File: config.mk
export PLATFORM = sky130hd
export DESIGN_NAME = opm_reg_top
export DESIGN_NICKNAME = d
export VERILOG_FILES = /design/src/common/opm_reg_pkg.sv /design/src/design/opm_bus_sync.sv /design/src/design/opm_status_port.sv /design/src/loreg/opm_loreg_file.sv /design/src/hireg/opm_hireg_stage.sv /design/src/hireg/opm_chan_regs.sv /design/src/design/opm_reg_top.sv
export VERILOG_INCLUDE_DIRS = /design/src /design/src/common
export SDC_FILE = /design/constraint.sdc
export NUM_CORES = 1
export LEC_CHECK = 0
export BUFFER_PORTS_ARGS = -buffer_cell sky130_fd_sc_hd__buf_4
export CAP_MARGIN = 5
export CORE_UTILIZATION = 23
export DETAILED_ROUTE_END_ITERATION = 16
export PLACE_DENSITY = 0.42
export SLEW_MARGIN = 20
export SYNTH_ARGS = -nofsm -noshare
export SYNTH_HDL_FRONTEND = slang
export SYNTH_SLANG_ARGS = --single-unit
File: constraint.sdc
create_clock -name i_EMUCLK -period 2 [get_ports i_EMUCLK]
set_input_delay 0.5 -clock i_EMUCLK [delete_from_list [all_inputs] [get_ports i_EMUCLK]]
set_output_delay 0.5 -clock i_EMUCLK [all_outputs]
set_load 0.02 [all_outputs]
File: src/common/opm_reg_defs.svh
`ifndef OPM_REG_DEFS_SVH
`define OPM_REG_DEFS_SVH

////////////////////
// host bus

`define OPM_DW          8       // data bus width
`define OPM_SYNC_LEN    2       // flops per input synchronizer

////////////////////
// frame layout

`define OPM_NCH         8       // channels
`define OPM_NSLOT       32      // slots per sample frame

////////////////////
// write busy timer

`define OPM_BUSY_LEN    5

// top three address bits of a low (global) register
`define OPM_LO_LIMIT    3'b000

`endif

File: src/common/opm_reg_pkg.sv
`default_nettype none

`include "opm_reg_defs.svh"

package opm_reg_pkg;

    // global register addresses
    typedef enum logic [7:0] {
        LA_NOISE  = 8'h0F,  // ne, nfrq
        LA_CLKA1  = 8'h10,  // timer a upper bits
        LA_CLKA2  = 8'h11,  // timer a lower bits
        LA_CLKB   = 8'h12,
        LA_TCTRL  = 8'h14,  // run, irq enable, flag reset
        LA_LFRQ   = 8'h18,
        LA_PMDAMD = 8'h19,  // bit 7 picks pmd or amd
        LA_CT_W   = 8'h1B   // ct pins and lfo waveform
    } opm_loreg_addr_e;

    // address[7:3] of the per-channel groups
    typedef enum logic [4:0] {
        HG_RL_FL_ALG = 5'b00100,
        HG_KC        = 5'b00101,
        HG_KF        = 5'b00110,
        HG_PMS_AMS   = 5'b00111
    } opm_hireg_grp_e;

    typedef struct packed {
        logic [`OPM_DW-1:0] data;   // latched bus byte
        logic               addr_ld;
        logic               data_ld;
    } opm_bus_cmd_t;

    typedef struct packed {
        logic [7:0] clka1;
        logic [1:0] clka2;
        logic [7:0] clkb;
        logic       run_a;
        logic       run_b;
        logic       irq_en_a;
        logic       irq_en_b;
        logic       frst_a;         // one-cycle pulses
        logic       frst_b;
    } opm_timer_ctrl_t;

    typedef struct packed {
        logic [7:0] lfrq;
        logic [6:0] pmd;
        logic [6:0] amd;
        logic [1:0] w;
        logic       lfrq_update;
    } opm_lfo_ctrl_t;

    typedef struct packed {
        logic       ne;
        logic [4:0] nfrq;
        logic       ct1;
        logic       ct2;
    } opm_misc_ctrl_t;

    typedef struct packed {
        logic [6:0] kc;
        logic [5:0] kf;
        logic [2:0] pms;
        logic [1:0] ams;
        logic [1:0] rl;
        logic [2:0] fl;
        logic [2:0] alg;
    } opm_chan_fields_t;

    typedef struct packed {
        logic busy;
        logic timera_flag;
        logic timerb_flag;
    } opm_status_t;

endpackage

`default_nettype wire

File: src/design/opm_bus_sync.sv
`timescale 1ns/1ps
`default_nettype none

`include "opm_reg_defs.svh"

module opm_bus_sync
    import opm_reg_pkg::*;
(
    input  wire                 i_EMUCLK,
    input  wire                 mrst_n,
    input  wire                 i_cs_n,
    input  wire                 i_wr_n,
    input  wire                 i_a0,
    input  wire [`OPM_DW-1:0]   i_d,
    output opm_bus_cmd_t        o_cmd
);

////////////////////
// input synchronizers

logic [`OPM_SYNC_LEN-1:0]   cs_n_sync;  // bit 0 is the first stage
logic [`OPM_SYNC_LEN-1:0]   wr_n_sync;
logic [`OPM_SYNC_LEN-1:0]   a0_sync;
logic [`OPM_DW-1:0]         d_sync [`OPM_SYNC_LEN];

always_ff @(posedge i_EMUCLK or negedge mrst_n) begin
    if (!mrst_n) begin
        cs_n_sync <= '1;    // bus idle
        wr_n_sync <= '1;
        a0_sync   <= '0;
    end else begin
        cs_n_sync <= {cs_n_sync[`OPM_SYNC_LEN-2:0], i_cs_n};
        wr_n_sync <= {wr_n_sync[`OPM_SYNC_LEN-2:0], i_wr_n};
        a0_sync   <= {a0_sync[`OPM_SYNC_LEN-2:0], i_a0};
    end
end

always_ff @(posedge i_EMUCLK) begin
    d_sync[0] <= i_d;
    for (int i = 1; i < `OPM_SYNC_LEN; i++) begin
        d_sync[i] <= d_sync[i-1];
    end
end

logic wr_strobe;
logic a0_s;

assign wr_strobe = ~cs_n_sync[`OPM_SYNC_LEN-1] & ~wr_n_sync[`OPM_SYNC_LEN-1];
assign a0_s      = a0_sync[`OPM_SYNC_LEN-1];

// bus latch, open while the strobe is low
logic [`OPM_DW-1:0] bus_latch;

always_ff @(posedge i_EMUCLK) begin
    if (wr_strobe) begin
        bus_latch <= d_sync[`OPM_SYNC_LEN-1];
    end
end

////////////////////
// request flags and load chains, [0] address and [1] data

logic [1:0] rq_set;
logic [1:0] rq_flag;
logic [1:0] ld_s0;
logic [1:0] ld_s1;
logic [1:0] ld_s2;

assign rq_set[0] = wr_strobe & ~a0_s & ~ld_s1[0];
assign rq_set[1] = wr_strobe &  a0_s & ~ld_s1[1];

always_ff @(posedge i_EMUCLK or negedge mrst_n) begin
    if (!mrst_n) begin
        rq_flag <= '0;
        ld_s0   <= '0;
        ld_s1   <= '0;
        ld_s2   <= '0;
    end else begin
        rq_flag <= rq_set | (rq_flag & ~ld_s1);  // second stage clears the flag
        ld_s0   <= rq_flag;
        ld_s1   <= ld_s0;
        ld_s2   <= ld_s0 & ~ld_s1;  // leading edge only, one pulse per write
    end
end

assign o_cmd = '{data: bus_latch, addr_ld: ld_s2[0], data_ld: ld_s2[1]};

endmodule

`default_nettype wire

File: src/design/opm_status_port.sv
`timescale 1ns/1ps
`default_nettype none

`include "opm_reg_defs.svh"

module opm_status_port
    import opm_reg_pkg::*;
(
    input  wire                 i_EMUCLK,
    input  wire                 mrst_n,
    input  wire opm_bus_cmd_t   i_cmd,
    input  wire                 i_cs_n,
    input  wire                 i_rd_n,
    input  wire                 i_a0,
    input  wire                 i_timera_flag,
    input  wire                 i_timerb_flag,
    output logic [`OPM_DW-1:0]  o_d,
    output logic                o_d_oe
);

////////////////////
// write busy timer

logic                       busy;
logic [`OPM_BUSY_LEN-1:0]   busy_cnt;
logic                       busy_co;
opm_status_t                status;

assign busy_co = busy & (&busy_cnt);    // 32nd busy clock

always_ff @(posedge i_EMUCLK or negedge mrst_n) begin
    if (!mrst_n) begin
        busy     <= 1'b0;
        busy_cnt <= '0;
    end else begin
        busy     <= (busy & ~busy_co) | i_cmd.data_ld;
        busy_cnt <= busy ? busy_cnt + 1'b1 : '0;
    end
end

// status byte
assign status = '{busy: busy, timera_flag: i_timera_flag, timerb_flag: i_timerb_flag};
assign o_d    = {status.busy, 5'b00000, status.timera_flag, status.timerb_flag};
assign o_d_oe = ~|{~mrst_n, i_a0, i_rd_n, i_cs_n};

endmodule

`default_nettype wire

File: src/loreg/opm_loreg_file.sv
`timescale 1ns/1ps
`default_nettype none

`include "opm_reg_defs.svh"

module opm_loreg_file
    import opm_reg_pkg::*;
(
    input  wire                 i_EMUCLK,
    input  wire                 mrst_n,
    input  wire opm_bus_cmd_t   i_cmd,
    output opm_timer_ctrl_t     o_timer,
    output opm_lfo_ctrl_t       o_lfo,
    output opm_misc_ctrl_t      o_misc
);

localparam opm_loreg_addr_e LO_ADDR [8] = '{
    LA_NOISE, LA_CLKA1, LA_CLKA2, LA_CLKB, LA_TCTRL, LA_LFRQ, LA_PMDAMD, LA_CT_W
};
localparam int NLO = $size(LO_ADDR);

logic [`OPM_DW-1:0] d;
logic [NLO-1:0]     armed;  // one decoder per address
logic [NLO-1:0]     reg_ld;
logic               ld_noise, ld_clka1, ld_clka2, ld_clkb;
logic               ld_tctrl, ld_lfrq, ld_pmdamd, ld_ct_w;

assign d = i_cmd.data;

////////////////////
// address decoders

always_ff @(posedge i_EMUCLK or negedge mrst_n) begin
    if (!mrst_n) begin
        armed <= '0;
    end else if (i_cmd.addr_ld) begin
        for (int i = 0; i < NLO; i++) begin
            armed[i] <= (d == LO_ADDR[i]);  // any other address disarms
        end
    end
end

always_comb begin
    for (int i = 0; i < NLO; i++) begin
        reg_ld[i] = armed[i] & i_cmd.data_ld;
    end
end

assign {ld_ct_w, ld_pmdamd, ld_lfrq, ld_tctrl} = reg_ld[7:4];
assign {ld_clkb, ld_clka2, ld_clka1, ld_noise} = reg_ld[3:0];

////////////////////
// global control registers

always_ff @(posedge i_EMUCLK or negedge mrst_n) begin
    if (!mrst_n) begin
        o_timer <= '0;
        o_lfo   <= '0;
        o_misc  <= '0;
    end else begin
        o_timer.frst_a    <= ld_tctrl & d[4];
        o_timer.frst_b    <= ld_tctrl & d[5];
        o_lfo.lfrq_update <= ld_lfrq;

        if (ld_noise) begin
            o_misc.ne   <= d[7];
            o_misc.nfrq <= d[4:0];
        end
        if (ld_clka1) o_timer.clka1 <= d;
        if (ld_clka2) o_timer.clka2 <= d[1:0];
        if (ld_clkb) o_timer.clkb <= d;
        if (ld_tctrl) begin
            o_timer.run_a    <= d[0];
            o_timer.run_b    <= d[1];
            o_timer.irq_en_a <= d[2];
            o_timer.irq_en_b <= d[3];
        end
        if (ld_lfrq) o_lfo.lfrq <= d;
        if (ld_pmdamd) begin
            if (d[7]) o_lfo.pmd <= d[6:0];  // pmd
            else o_lfo.amd <= d[6:0];
        end
        if (ld_ct_w) begin
            o_misc.ct2 <= d[7];
            o_misc.ct1 <= d[6];
            o_lfo.w    <= d[1:0];
        end
    end
end

endmodule

`default_nettype wire

File: src/hireg/opm_hireg_stage.sv
`timescale 1ns/1ps
`default_nettype none

`include "opm_reg_defs.svh"

module opm_hireg_stage
    import opm_reg_pkg::*;
(
    input  wire                 i_EMUCLK,
    input  wire                 mrst_n,
    input  wire opm_bus_cmd_t   i_cmd,
    input  wire                 i_cycle_31,
    output logic [3:0]          o_grp_we,   // one bit per group
    output logic [`OPM_DW-1:0]  o_hdata
);

localparam int CH_BITS   = $clog2(`OPM_NCH);
localparam int SLOT_BITS = $clog2(`OPM_NSLOT);
localparam opm_hireg_grp_e GRP_LIST [4] = '{HG_RL_FL_ALG, HG_KC, HG_KF, HG_PMS_AMS};

logic [`OPM_DW-1:0]     hi_addr;
logic [`OPM_DW-1:0]     hi_data;
logic                   addr_valid;
logic                   data_valid;
logic                   addr_en;
logic                   data_en;
logic [SLOT_BITS-1:0]   slot;

assign addr_en = i_cmd.addr_ld & (i_cmd.data[7:5] != `OPM_LO_LIMIT);
assign data_en = i_cmd.data_ld & addr_valid;

////////////////////
// temporary address/data registers

always_ff @(posedge i_EMUCLK) begin
    if (addr_en) hi_addr <= i_cmd.data;
    if (data_en) hi_data <= i_cmd.data;
end

always_ff @(posedge i_EMUCLK or negedge mrst_n) begin
    if (!mrst_n) begin
        addr_valid <= 1'b0;
        data_valid <= 1'b0;
        slot       <= '0;
        o_grp_we   <= '0;
    end else begin
        // a low address write drops both flags
        addr_valid <= addr_en | (addr_valid & ~i_cmd.addr_ld);
        data_valid <= data_en | (data_valid & ~i_cmd.addr_ld);

        slot <= i_cycle_31 ? '0 : slot + 1'b1;

        // channel match, lands one slot later
        for (int g = 0; g < 4; g++) begin
            o_grp_we[g] <= addr_valid & data_valid
                         & (hi_addr[7:3] == GRP_LIST[g])
                         & (hi_addr[CH_BITS-1:0] == slot[CH_BITS-1:0]);
        end
    end
end

assign o_hdata = hi_data;

endmodule

`default_nettype wire

File: src/hireg/opm_chan_regs.sv
`timescale 1ns/1ps
`default_nettype none

`include "opm_reg_defs.svh"

module opm_chan_regs
    import opm_reg_pkg::*;
(
    input  wire                 i_EMUCLK,
    input  wire                 mrst_n,
    input  wire [3:0]           i_grp_we,
    input  wire [`OPM_DW-1:0]   i_hdata,
    output opm_chan_fields_t    o_chan
);

// write enable bit of each group
localparam int WE_RL_FL_ALG = HG_RL_FL_ALG - HG_RL_FL_ALG;
localparam int WE_KC        = HG_KC - HG_RL_FL_ALG;
localparam int WE_KF        = HG_KF - HG_RL_FL_ALG;
localparam int WE_PMS_AMS   = HG_PMS_AMS - HG_RL_FL_ALG;

// stage 0 trails the slot counter by two, so stage n-2 is current
localparam int TAP = `OPM_NCH - 2;

opm_chan_fields_t sr [`OPM_NCH];
opm_chan_fields_t sr_in;

always_comb begin
    sr_in = sr[`OPM_NCH-1];     // recirculate
    if (i_grp_we[WE_RL_FL_ALG]) begin
        sr_in.rl  = i_hdata[7:6];
        sr_in.fl  = i_hdata[5:3];
        sr_in.alg = i_hdata[2:0];
    end
    if (i_grp_we[WE_KC]) sr_in.kc = i_hdata[6:0];
    if (i_grp_we[WE_KF]) sr_in.kf = i_hdata[7:2];
    if (i_grp_we[WE_PMS_AMS]) begin
        sr_in.pms = i_hdata[6:4];
        sr_in.ams = i_hdata[1:0];
    end
end

always_ff @(posedge i_EMUCLK or negedge mrst_n) begin
    if (!mrst_n) begin
        for (int k = 0; k < `OPM_NCH; k++) begin
            sr[k] <= '0;
        end
    end else begin
        sr[0] <= sr_in;
        for (int k = 1; k < `OPM_NCH; k++) begin
            sr[k] <= sr[k-1];
        end
    end
end

assign o_chan = sr[TAP];

endmodule

`default_nettype wire

File: src/design/opm_reg_top.sv
`timescale 1ns/1ps
`default_nettype none

`include "opm_reg_defs.svh"

module opm_reg_top
    import opm_reg_pkg::*;
(
    input  wire                 i_EMUCLK,
    input  wire                 mrst_n,
    // host bus
    input  wire                 i_cs_n,
    input  wire                 i_wr_n,
    input  wire                 i_rd_n,
    input  wire                 i_a0,
    input  wire [`OPM_DW-1:0]   i_d,
    // timing and timer flags
    input  wire                 i_cycle_31,
    input  wire                 i_timera_flag,
    input  wire                 i_timerb_flag,
    output logic [`OPM_DW-1:0]  o_d,
    output logic                o_d_oe,
    // register outputs
    output opm_timer_ctrl_t     o_timer,
    output opm_lfo_ctrl_t       o_lfo,
    output opm_misc_ctrl_t      o_misc,
    output opm_chan_fields_t    o_chan
);

opm_bus_cmd_t       cmd;
logic [3:0]         grp_we;
logic [`OPM_DW-1:0] hdata;

////////////////////
// bus side

opm_bus_sync u_bus_sync (
    .i_EMUCLK (i_EMUCLK),
    .mrst_n   (mrst_n),
    .i_cs_n   (i_cs_n),
    .i_wr_n   (i_wr_n),
    .i_a0     (i_a0),
    .i_d      (i_d),
    .o_cmd    (cmd)
);

opm_status_port u_status_port (
    .i_EMUCLK      (i_EMUCLK),
    .mrst_n        (mrst_n),
    .i_cmd         (cmd),
    .i_cs_n        (i_cs_n),
    .i_rd_n        (i_rd_n),
    .i_a0          (i_a0),
    .i_timera_flag (i_timera_flag),
    .i_timerb_flag (i_timerb_flag),
    .o_d           (o_d),
    .o_d_oe        (o_d_oe)
);

////////////////////
// register blocks

opm_loreg_file u_loreg_file (
    .i_EMUCLK (i_EMUCLK),
    .mrst_n   (mrst_n),
    .i_cmd    (cmd),
    .o_timer  (o_timer),
    .o_lfo    (o_lfo),
    .o_misc   (o_misc)
);

opm_hireg_stage u_hireg_stage (
    .i_EMUCLK   (i_EMUCLK),
    .mrst_n     (mrst_n),
    .i_cmd      (cmd),
    .i_cycle_31 (i_cycle_31),
    .o_grp_we   (grp_we),
    .o_hdata    (hdata)
);

opm_chan_regs u_chan_regs (
    .i_EMUCLK (i_EMUCLK),
    .mrst_n   (mrst_n),
    .i_grp_we (grp_we),
    .i_hdata  (hdata),
    .o_chan   (o_chan)
);

endmodule

`default_nettype wire

; Word-level counts from Yosys, hierarchy flattened
; Memories as Yosys holds them, arrays and structs flattened. A register that Yosys moved wholly into a read port is not among the register bits.
; Index checks and enable logic that the tools add are counted.
; W data, S select, Z words.
[totals]
regBits = 320
ramBits = 16
input_bits = 17
output_inout_bits = 92
word_cells = 164
mem_count = 1
[op_classes]
add_sub_neg = 2
eq_ne = 13
mux = 6
n_bitwise = 46
n_reduce_logical = 6
[mem_list]
columns = memory, words, word_bits, read_ports, rd_clocked_by_memory_dff, write_ports, line_no
row1 = u_bus_sync.d_sync, 2, 8, 2, 1, 2, opm_bus_sync.sv:24  ; logic [`OPM_DW-1:0] d_sync [`OPM_SYNC_LEN];
[op_table]
columns = op, count
row1 = $eq A8 B5 Y1 const B, 7
row2 = $and A1 B1 Y1, 30
row3 = $eq A5 B3 Y1 const B, 4
row4 = $mux W5, 3
row5 = $add A5 B1 Y5 const B, 2
row6 = $not A1 Y1, 9
row7 = $eq A8 B4 Y1 const B, 1
row8 = $mux W8, 1
row9 = $mux W7, 1
row10 = $mux W6, 1
row11 = $reduce_and A5 Y1, 1
row12 = $and A2 B2 Y2, 2
row13 = $reduce_and A2 Y1, 2
row14 = $reduce_or A4 Y1, 1
row15 = $eq A3 B3 Y1, 1
row16 = $or A1 B1 Y1, 3
row17 = $reduce_bool A3 Y1, 1
row18 = $not A2 Y2, 1
row19 = $or A2 B2 Y2, 1
row20 = $logic_not A1 Y1, 1

; Logic depth before layout (Yosys ltp)
; Gate-level depths: netlist (run 1).
[logic_depth]
word_depth = 5
ltp_mapped = 5
mapped_depth_nobuf = 5

; Hierarchy
; Synthesis (run 1) repeated with hierarchy kept, for this count alone.
[unflattened]
hier_cells = 556
hier_area_um2 = 10502.6
[by_module_without_submodules]
columns = module, n_inst, cells_per_inst, area_each_um2, seq_area_each_um2
row1 = opm_chan_regs, 1, 263, 5805.6, 5205.0
row2 = opm_loreg_file, 1, 166, 2529.9, 1626.6
row3 = opm_bus_sync, 1, 47, 964.7, 915.9
row4 = opm_hireg_stage, 1, 50, 877.1, 705.7
row5 = opm_status_port, 1, 30, 325.3, 150.1

; Worst setup path before layout (run 1)
; OpenSTA, ideal clock, no wires.
[synth_timing]
kind = input-to-output
startpoint = input port i_rd_n
endpoint = output port o_d_oe
arrival_time_ns = 1.276
required_ns = 1.500
slack_ns = 0.224
path_stages = 1
n_path_buf = 0
cell_sequence = nor4b_1
[synth_between]
elab_chain_len = 2
[synth_lines]
columns = item, line_no
row1 = "start, declared", opm_reg_top.sv:14  ; input wire i_rd_n,
row2 = $reduce_or A4 Y1, opm_status_port.sv:44  ; assign o_d_oe = ~|{~mrst_n, i_a0, i_rd_n, i_cs_n};
row3 = $logic_not A1 Y1, opm_status_port.sv:44
row4 = "end, declared", opm_reg_top.sv:22  ; output logic o_d_oe,
; No other way between the ends.

; Worst setup path in the final report (run 1)
[layout_timing]
startpoint = register u_status_port.busy
endpoint = output port o_d[7]
[layout_rtl]
columns = item, line_no
row1 = "start, declared", opm_status_port.sv:24  ; logic busy;
row2 = "start signal, assigned", opm_status_port.sv:36  ; busy <= (busy & ~busy_co) | i_cmd.data_ld;
row3 = "end, declared", opm_reg_top.sv:21  ; output logic [`OPM_DW-1:0] o_d,
; No word-level cell between the ends.

==> flow_summary.toml, run 1 <==
[critical_path]
ff2ff_path_depth = 2
critPathBufInv = 1
cp.arrival_ps = 1160
max_stage_delay_ps = 440
cp_slowest_cell = "dfrtp_1"
cp_num_cells = 1
cp-end-kind = "output port"
crit_fanout = 7
worst_setup_path_start_kind = "flop"
cp.required_ps = 1500
critPathTopFamily = "flip-flops"
crit_type = "reg2out"
crit_path_cell_trace = "buf_4"

[sta]
finalSetupViolCount = 0
finalWorstSetupSlack_ps = 343.1
timing.hold.ws_ps = 86.26
fin_setup_tns_ps = 0
tightest_slew_ps = 680.7
rsz0062_at_grt = "false"
hold_viol = 0
fin_crit_sh = 0.8285
fin_skew_ps = 5.882
fmax_mhz = 603.5
slew_headroom = 0.5462
maxSlewViolCount = 0
final.min_clock_period_ps = 1657

[detailed_routing]
wl_met3_um = 994
drt_wl_total_um = 19820
viasPerCell = 3.553
routed-wl-met2_um = 8717
top_layer_used = "met4"
first_iter_violations = 224
drt-wirelength-per-cell_um = 15.39
dr.pass1.iters = 4
remaining_drc_errors = 0
ant_nets = 0
wl_met1_um = 9569
vias = 4576

[finish]
layoutNonFillerInstCount = 1288
layout-drive-gt1-share = 0.3924
final_nets = 682
fill_cells = 4519
antenna_cells = 0
utilization = 0.2926
area_growth_pct = 25.52

[clocking]
hold_buffers = 1
cts-resized-gates = 0
cts_buffers = 38
cts_setup_buffers = 0
clock_latency_ps = 510
cts_tree = "built"
cts.path.max_buffers = 3
clk_pin_slew_ps = 60
cts.sinks = 342
htree_levels = 2
cts-root-buf = "clkbuf_16"

[pwr]
p_per_area_nw_per_um2 = 1214
ir_drop_v = 0.0005537
p_leak_uw = 0.006644

[status]
status = "completed"

[synthesis]
synth_flop_cell = "dfrtp_1"
synth-edff-count = 24
synth_area_leaders = "dfrtp_1, edfxtp_1, mux2_2"
yosysWarnings = 0
synthTopCellsByCount = "dfrtp_1, mux2_2, buf_4, mux2_4, edfxtp_1"
synth_area_per_cell_um2 = 19.27
synthArstFlopShare = 0.8830
synth.most_common_cell = "dfrtp_1"
ys_types = 43
synth_top_cell_area_share = 0.7063
ys_seq_area_frac = 0.8149
yosys.area.top_type = "dfrtp_1"
synth-seq-cells = 342
syn_inst = 548
synth_area_um2 = 10560

[die]
die_area_um2 = 46760
die_w_um = 216.3
ios = 109
dieHeight_um = 216.3
start_util = 0.2331
num_rows = 78
core_um2 = 45280

[global_route]
grt_pass1_wl_um = 31300
grt-ovfl-total = 0
grt_usage = 0.08812
grt_pass1_vias = 4962
grt_max_degree = 131
antenna_found_initial = 1

[min_path]
holdCritPathClass = "in2reg"
hold_depth = 1

[placed_design]
preCtsSetupSlack_ps = 359.9
finalWeightedCongestion = 0.6944
dp.cells = 1221
io_buffers = 99
dp_hpwl_um = 11890

[job]
max_cap_viol_count = 0
[metal layers]
layer / GRT usage / vias up
met5: 0 / -
met4: 0.03357 / 0
met3: 0.02428 / 39
met2: 0.1275 / 99
met1: 0.1247 / 2402
li1: - / 2036
[path summary, 6_finish.rpt]
| check | from | end | slack (ps) |
|---|---|---|---|
| worst max-delay path | u_status_port.busy$_DFF_PN0_ | o_d[7] | 340 |
| worst min-delay path | i_d[2] | u_bus_sync.d_sync[0][2]$_DFF_P_ | 90 |
| worst max register to register | u_bus_sync.ld_s2[0]$_DFF_PN0_ | u_hireg_stage.hi_addr[1]$_DFFE_PP_ | 510 |
| worst min register to register | u_bus_sync.d_sync[0][1]$_DFF_P_ | u_bus_sync.d_sync[1][1]$_DFF_P_ | 330 |
| max in group asynchronous | mrst_n | u_chan_regs.sr[196]$_DFF_PN0_ | 630 |
| min in group asynchronous | mrst_n | u_chan_regs.o_chan[19]$_DFF_PN0_ | 530 |
[placed cells by master, fill, tap and decap left out, types with 4 or more instances in the layout]
cell type | synthesis | layout
and2_1 | 5 | 5
buf_12 | 1 | 4
buf_4 | 34 | 108
bufinv_16 | 0 | 5
clkbuf_1 | 6 | 4
clkbuf_16 | 0 | 39
clkbuf_8 | 0 | 10
clkinv_2 | 0 | 4
conb_1 | 1 | 5
dfrtp_1 | 298 | 298
dfstp_2 | 4 | 4
dfxtp_1 | 16 | 16
edfxtp_1 | 24 | 24
mux2_2 | 48 | 48
mux2_4 | 32 | 32
nand2_1 | 8 | 8
nor2_1 | 9 | 9
nor2b_1 | 5 | 5
o2bb2ai_1 | 5 | 5
xnor2_1 | 4 | 4
[state kept, by name, summed over array words and instances (netlist names), 2 cells and up, named ones only]
name and cells:
u_bus_sync.a0_sync 2, u_bus_sync.bus_latch 8, u_bus_sync.cs_n_sync 2, u_bus_sync.d_sync 16, u_bus_sync.ld_s0 2, u_bus_sync.ld_s1 2, u_bus_sync.ld_s2 2, u_bus_sync.rq_flag 2
u_bus_sync.wr_n_sync 2, u_chan_regs.o_chan 26, u_chan_regs.sr 182, u_hireg_stage.hi_addr 8, u_hireg_stage.o_grp_we 4, u_hireg_stage.o_hdata 8, u_hireg_stage.slot 3, u_loreg_file.armed 8
u_loreg_file.o_lfo 25, u_loreg_file.o_misc 8, u_loreg_file.o_timer 24, u_status_port.busy_cnt 5
[layout make-up]
class	instances	area, um^2	share of cell area
timing repair buffer	114	915.9	0.06912
multi-input combinational	162	1635	0.1234
tap	600	750.7	0.05665
inverter	4	15.01	0.001133
clock buffer	53	1129	0.08517
sequential	342	8603	0.6492
clock inverter	13	202.7	0.01530
[cells by family (layout without fill, tap and decap cells)]
family	Yosys count	in the layout	synth area share
AOI/OAI and AO/OA	12	12	0.01007
xor gates and xnor gates	6	6	0.004977
adders and majority gates	3	3	0.003556
buffers and inverters	48	184	0.03164
DFF	342	342	0.8149
muxes	80	80	0.09671
other	1	5	0.0003552
and+or+nand+nor	56	56	0.03781
[report_power, final]
group,switching (uW),internal (uW),total (uW),leakage [uW]
logic,600,461,1060,0.00147
clock network,2720,4580,7300,0.000652
registers,308,7410,7720,0.00453
[per-stage QoR]
step | power [uW] | cell area (um^2)
5_1_grt | 16820 | 13250
6_report | 16080 | 13250
3_3_place_gp | 8925 | 11910
4_1_cts | 16420 | 13250
3_5_place_dp | 8945 | 11910
2_1_floorplan | 8419 | 10570
Note: power is estimated with default switching activity, not from simulation.
==> inputs of run 2 (changes only) <==
==> constraint.sdc (replaced) <==
create_clock -name i_EMUCLK -period 1.7 [get_ports i_EMUCLK]
set_input_delay 0.425 -clock i_EMUCLK [delete_from_list [all_inputs] [get_ports i_EMUCLK]]
set_output_delay 0.425 -clock i_EMUCLK [all_outputs]
set_load 0.02 [all_outputs]
==> run 2 against run 1 <==
  * Global-route usage up 0.23 points
  * Clock power up 15%
  * Cell area up 1.5%
  * Worst setup slack worse by 220 ps
  * Utilization up 0.43 points
  * Combinational power up 26%
  * Wire length up 1.7%
  * Flip-flop and latch count unchanged
  * Sequential power up 17%
  * Cell count up 1.8%
  * Critical path depth unchanged
  * Critical endpoint unchanged
  * Highest routed layer unchanged
==> flow_summary.toml, run 2 (synthesis results as in run 1) <==
[status]
status = "completed"

[sta]
final.min_clock_period_ps = 1582
slew_headroom = 0.5214
fin_setup_tns_ps = 0
hold_viol = 0
fmax_mhz = 632.2
rsz0062_at_grt = "false"
tightest_slew_ps = 715.3
fin_skew_ps = 22.37
maxSlewViolCount = 0
fin_crit_sh = 0.9305
finalSetupViolCount = 0

[detailed_routing]
vias = 4679
viasPerCell = 3.569
ant_nets = 0
dr.pass1.iters = 4
drt_wl_total_um = 20160
first_iter_violations = 189
remaining_drc_errors = 0
drt-wirelength-per-cell_um = 15.37

[pwr]
p_sw_frac = 0.2319
power_switching_uw = 4358
combPwrFrac = 0.071
ir_drop_v = 0.0007075
clkPwrFrac = 0.447
p_int_uw = 14430
p_seq_frac = 0.481
p_leak_uw = 0.006733
p_per_area_nw_per_um2 = 1397

[placed_design]
dp.cells = 1228
dp_hpwl_um = 12470
io_buffers = 99
finalWeightedCongestion = 0.6867

[critical_path]
crit_fanout = 7
worst_setup_path_start_kind = "flop"
cp.required_ps = 1270
crit_path_cell_trace = "buf_4"
startpoint = "u_status_port.busy$_DFF_PN0_"
cp.arrival_ps = 1160
max_stage_delay_ps = 450
r2r_slack_ps = 290
critPathTopFamily = "flip-flops"
reg2reg_from = "u_bus_sync.bus_latch[6]$_DFFE_PN_"
crit_type = "reg2out"
critPathBufInv = 1
cp_slowest_cell = "dfrtp_2"
cp-end-kind = "output port"

[die]
num_rows = 78
start_util = 0.2331
dieHeight_um = 216.3
core_um2 = 45280
die_w_um = 216.3
ios = 109
die_area_um2 = 46760

[finish]
final_nets = 702
layoutNonFillerInstCount = 1311
top_register = "u_chan_regs.sr"
fill_cells = 4547
area_growth_pct = 27.36
mostFrequentLayoutCell = "dfrtp_1"
antenna_cells = 0
utilization = 0.2969
layout-drive-gt1-share = 0.3952
final_cell_mix = "dfrtp_1, buf_4, mux2_2"
largest_reg_flops = 182

[global_route]
grt_max_degree = 64
grt_pass1_vias = 5110
grt-ovfl-total = 0
antenna_found_initial = 1
grt_usage = 0.09045
grt_pass1_wl_um = 31600

[clocking]
cts_buffers = 39
cts_tree = "built"
cts.path.max_buffers = 3
clk_pin_slew_ps = 60
cts_setup_buffers = 0
htree_levels = 2
cts-root-buf = "clkbuf_16"
clock_latency_ps = 550
cts.sinks = 342

[job]
max_cap_viol_count = 0

[min_path]
holdCritPathClass = "reg2reg"
min-delay-start = "u_bus_sync.d_sync[0][3]$_DFF_P_"
run 2: final cells by class:
cell class	count	area, um^2	area share
Timing Repair Buffer	133	1114	0.08281
Tap cell	600	750.7	0.05583
Clock buffer	54	1165	0.08663
Inverter	4	15.01	0.001117
Multi-Input combinational cell	162	1635	0.1216
Sequential cell	342	8605	0.6399
Clock inverter	16	162.7	0.01210
run 2: through the flow:
step                      setup slack, ps  power, uW  hold WS [ps]  cell area, um^2
after CTS                           32.90      19240         326.1            13450
after global routing                48.22      19690         336.9            13450
after detailed placement            224.1      10560         312.8            11990
after floorplan                     74.20       9905         129.4            10570
final                               118.2      18790         326.0            13450
after global placement              223.7      10550         312.8            11990
run 2: power by group through the flow:
stage	clock, uW	combinational, uW	sequential (uW)
floorplan	0	704	9200
global placement	0	1350	9200
detailed placement	0	1360	9200
CTS	8800	1390	9060
global route	9080	1490	9110
finish	8410	1340	9040
run 2: timing repair:
| action | 4_1_cts | 5_1_grt |
|---|---|---|
| hold buffers | 13 | 0 |
| setup endpoints to repair | 0 | 1 |
| gates resized for setup | 0 | 1 |
| hold endpoints to repair | 67 | 0 |
run 2: worst paths after layout:
path,to,cells after the start
hold reg to reg,u_bus_sync.d_sync[1][3]$_DFF_P_,0
setup reg to reg,u_hireg_stage.hi_addr[0]$_DFFE_PP_,2
max in group asynchronous,u_loreg_file.o_timer[7]$_DFFE_PN0P_,4
setup / recovery,o_d[7],1
min in group asynchronous,u_chan_regs.o_chan[19]$_DFF_PN0_,3
hold / removal,u_bus_sync.d_sync[1][3]$_DFF_P_,0
run 2: metal layers:
metal / vias up / share of wire / wire (um) / GRT usage
met1: 2443 / 0.46 / 9280 / 0.1215
met3: 47 / 0.059 / 1191 / 0.02625
li1: 2087 / - / - / -
met4: 0 / 0.034 / 680 / 0.04695
met5: - / 0 / 0 / 0
met2: 102 / 0.45 / 9004 / 0.1317
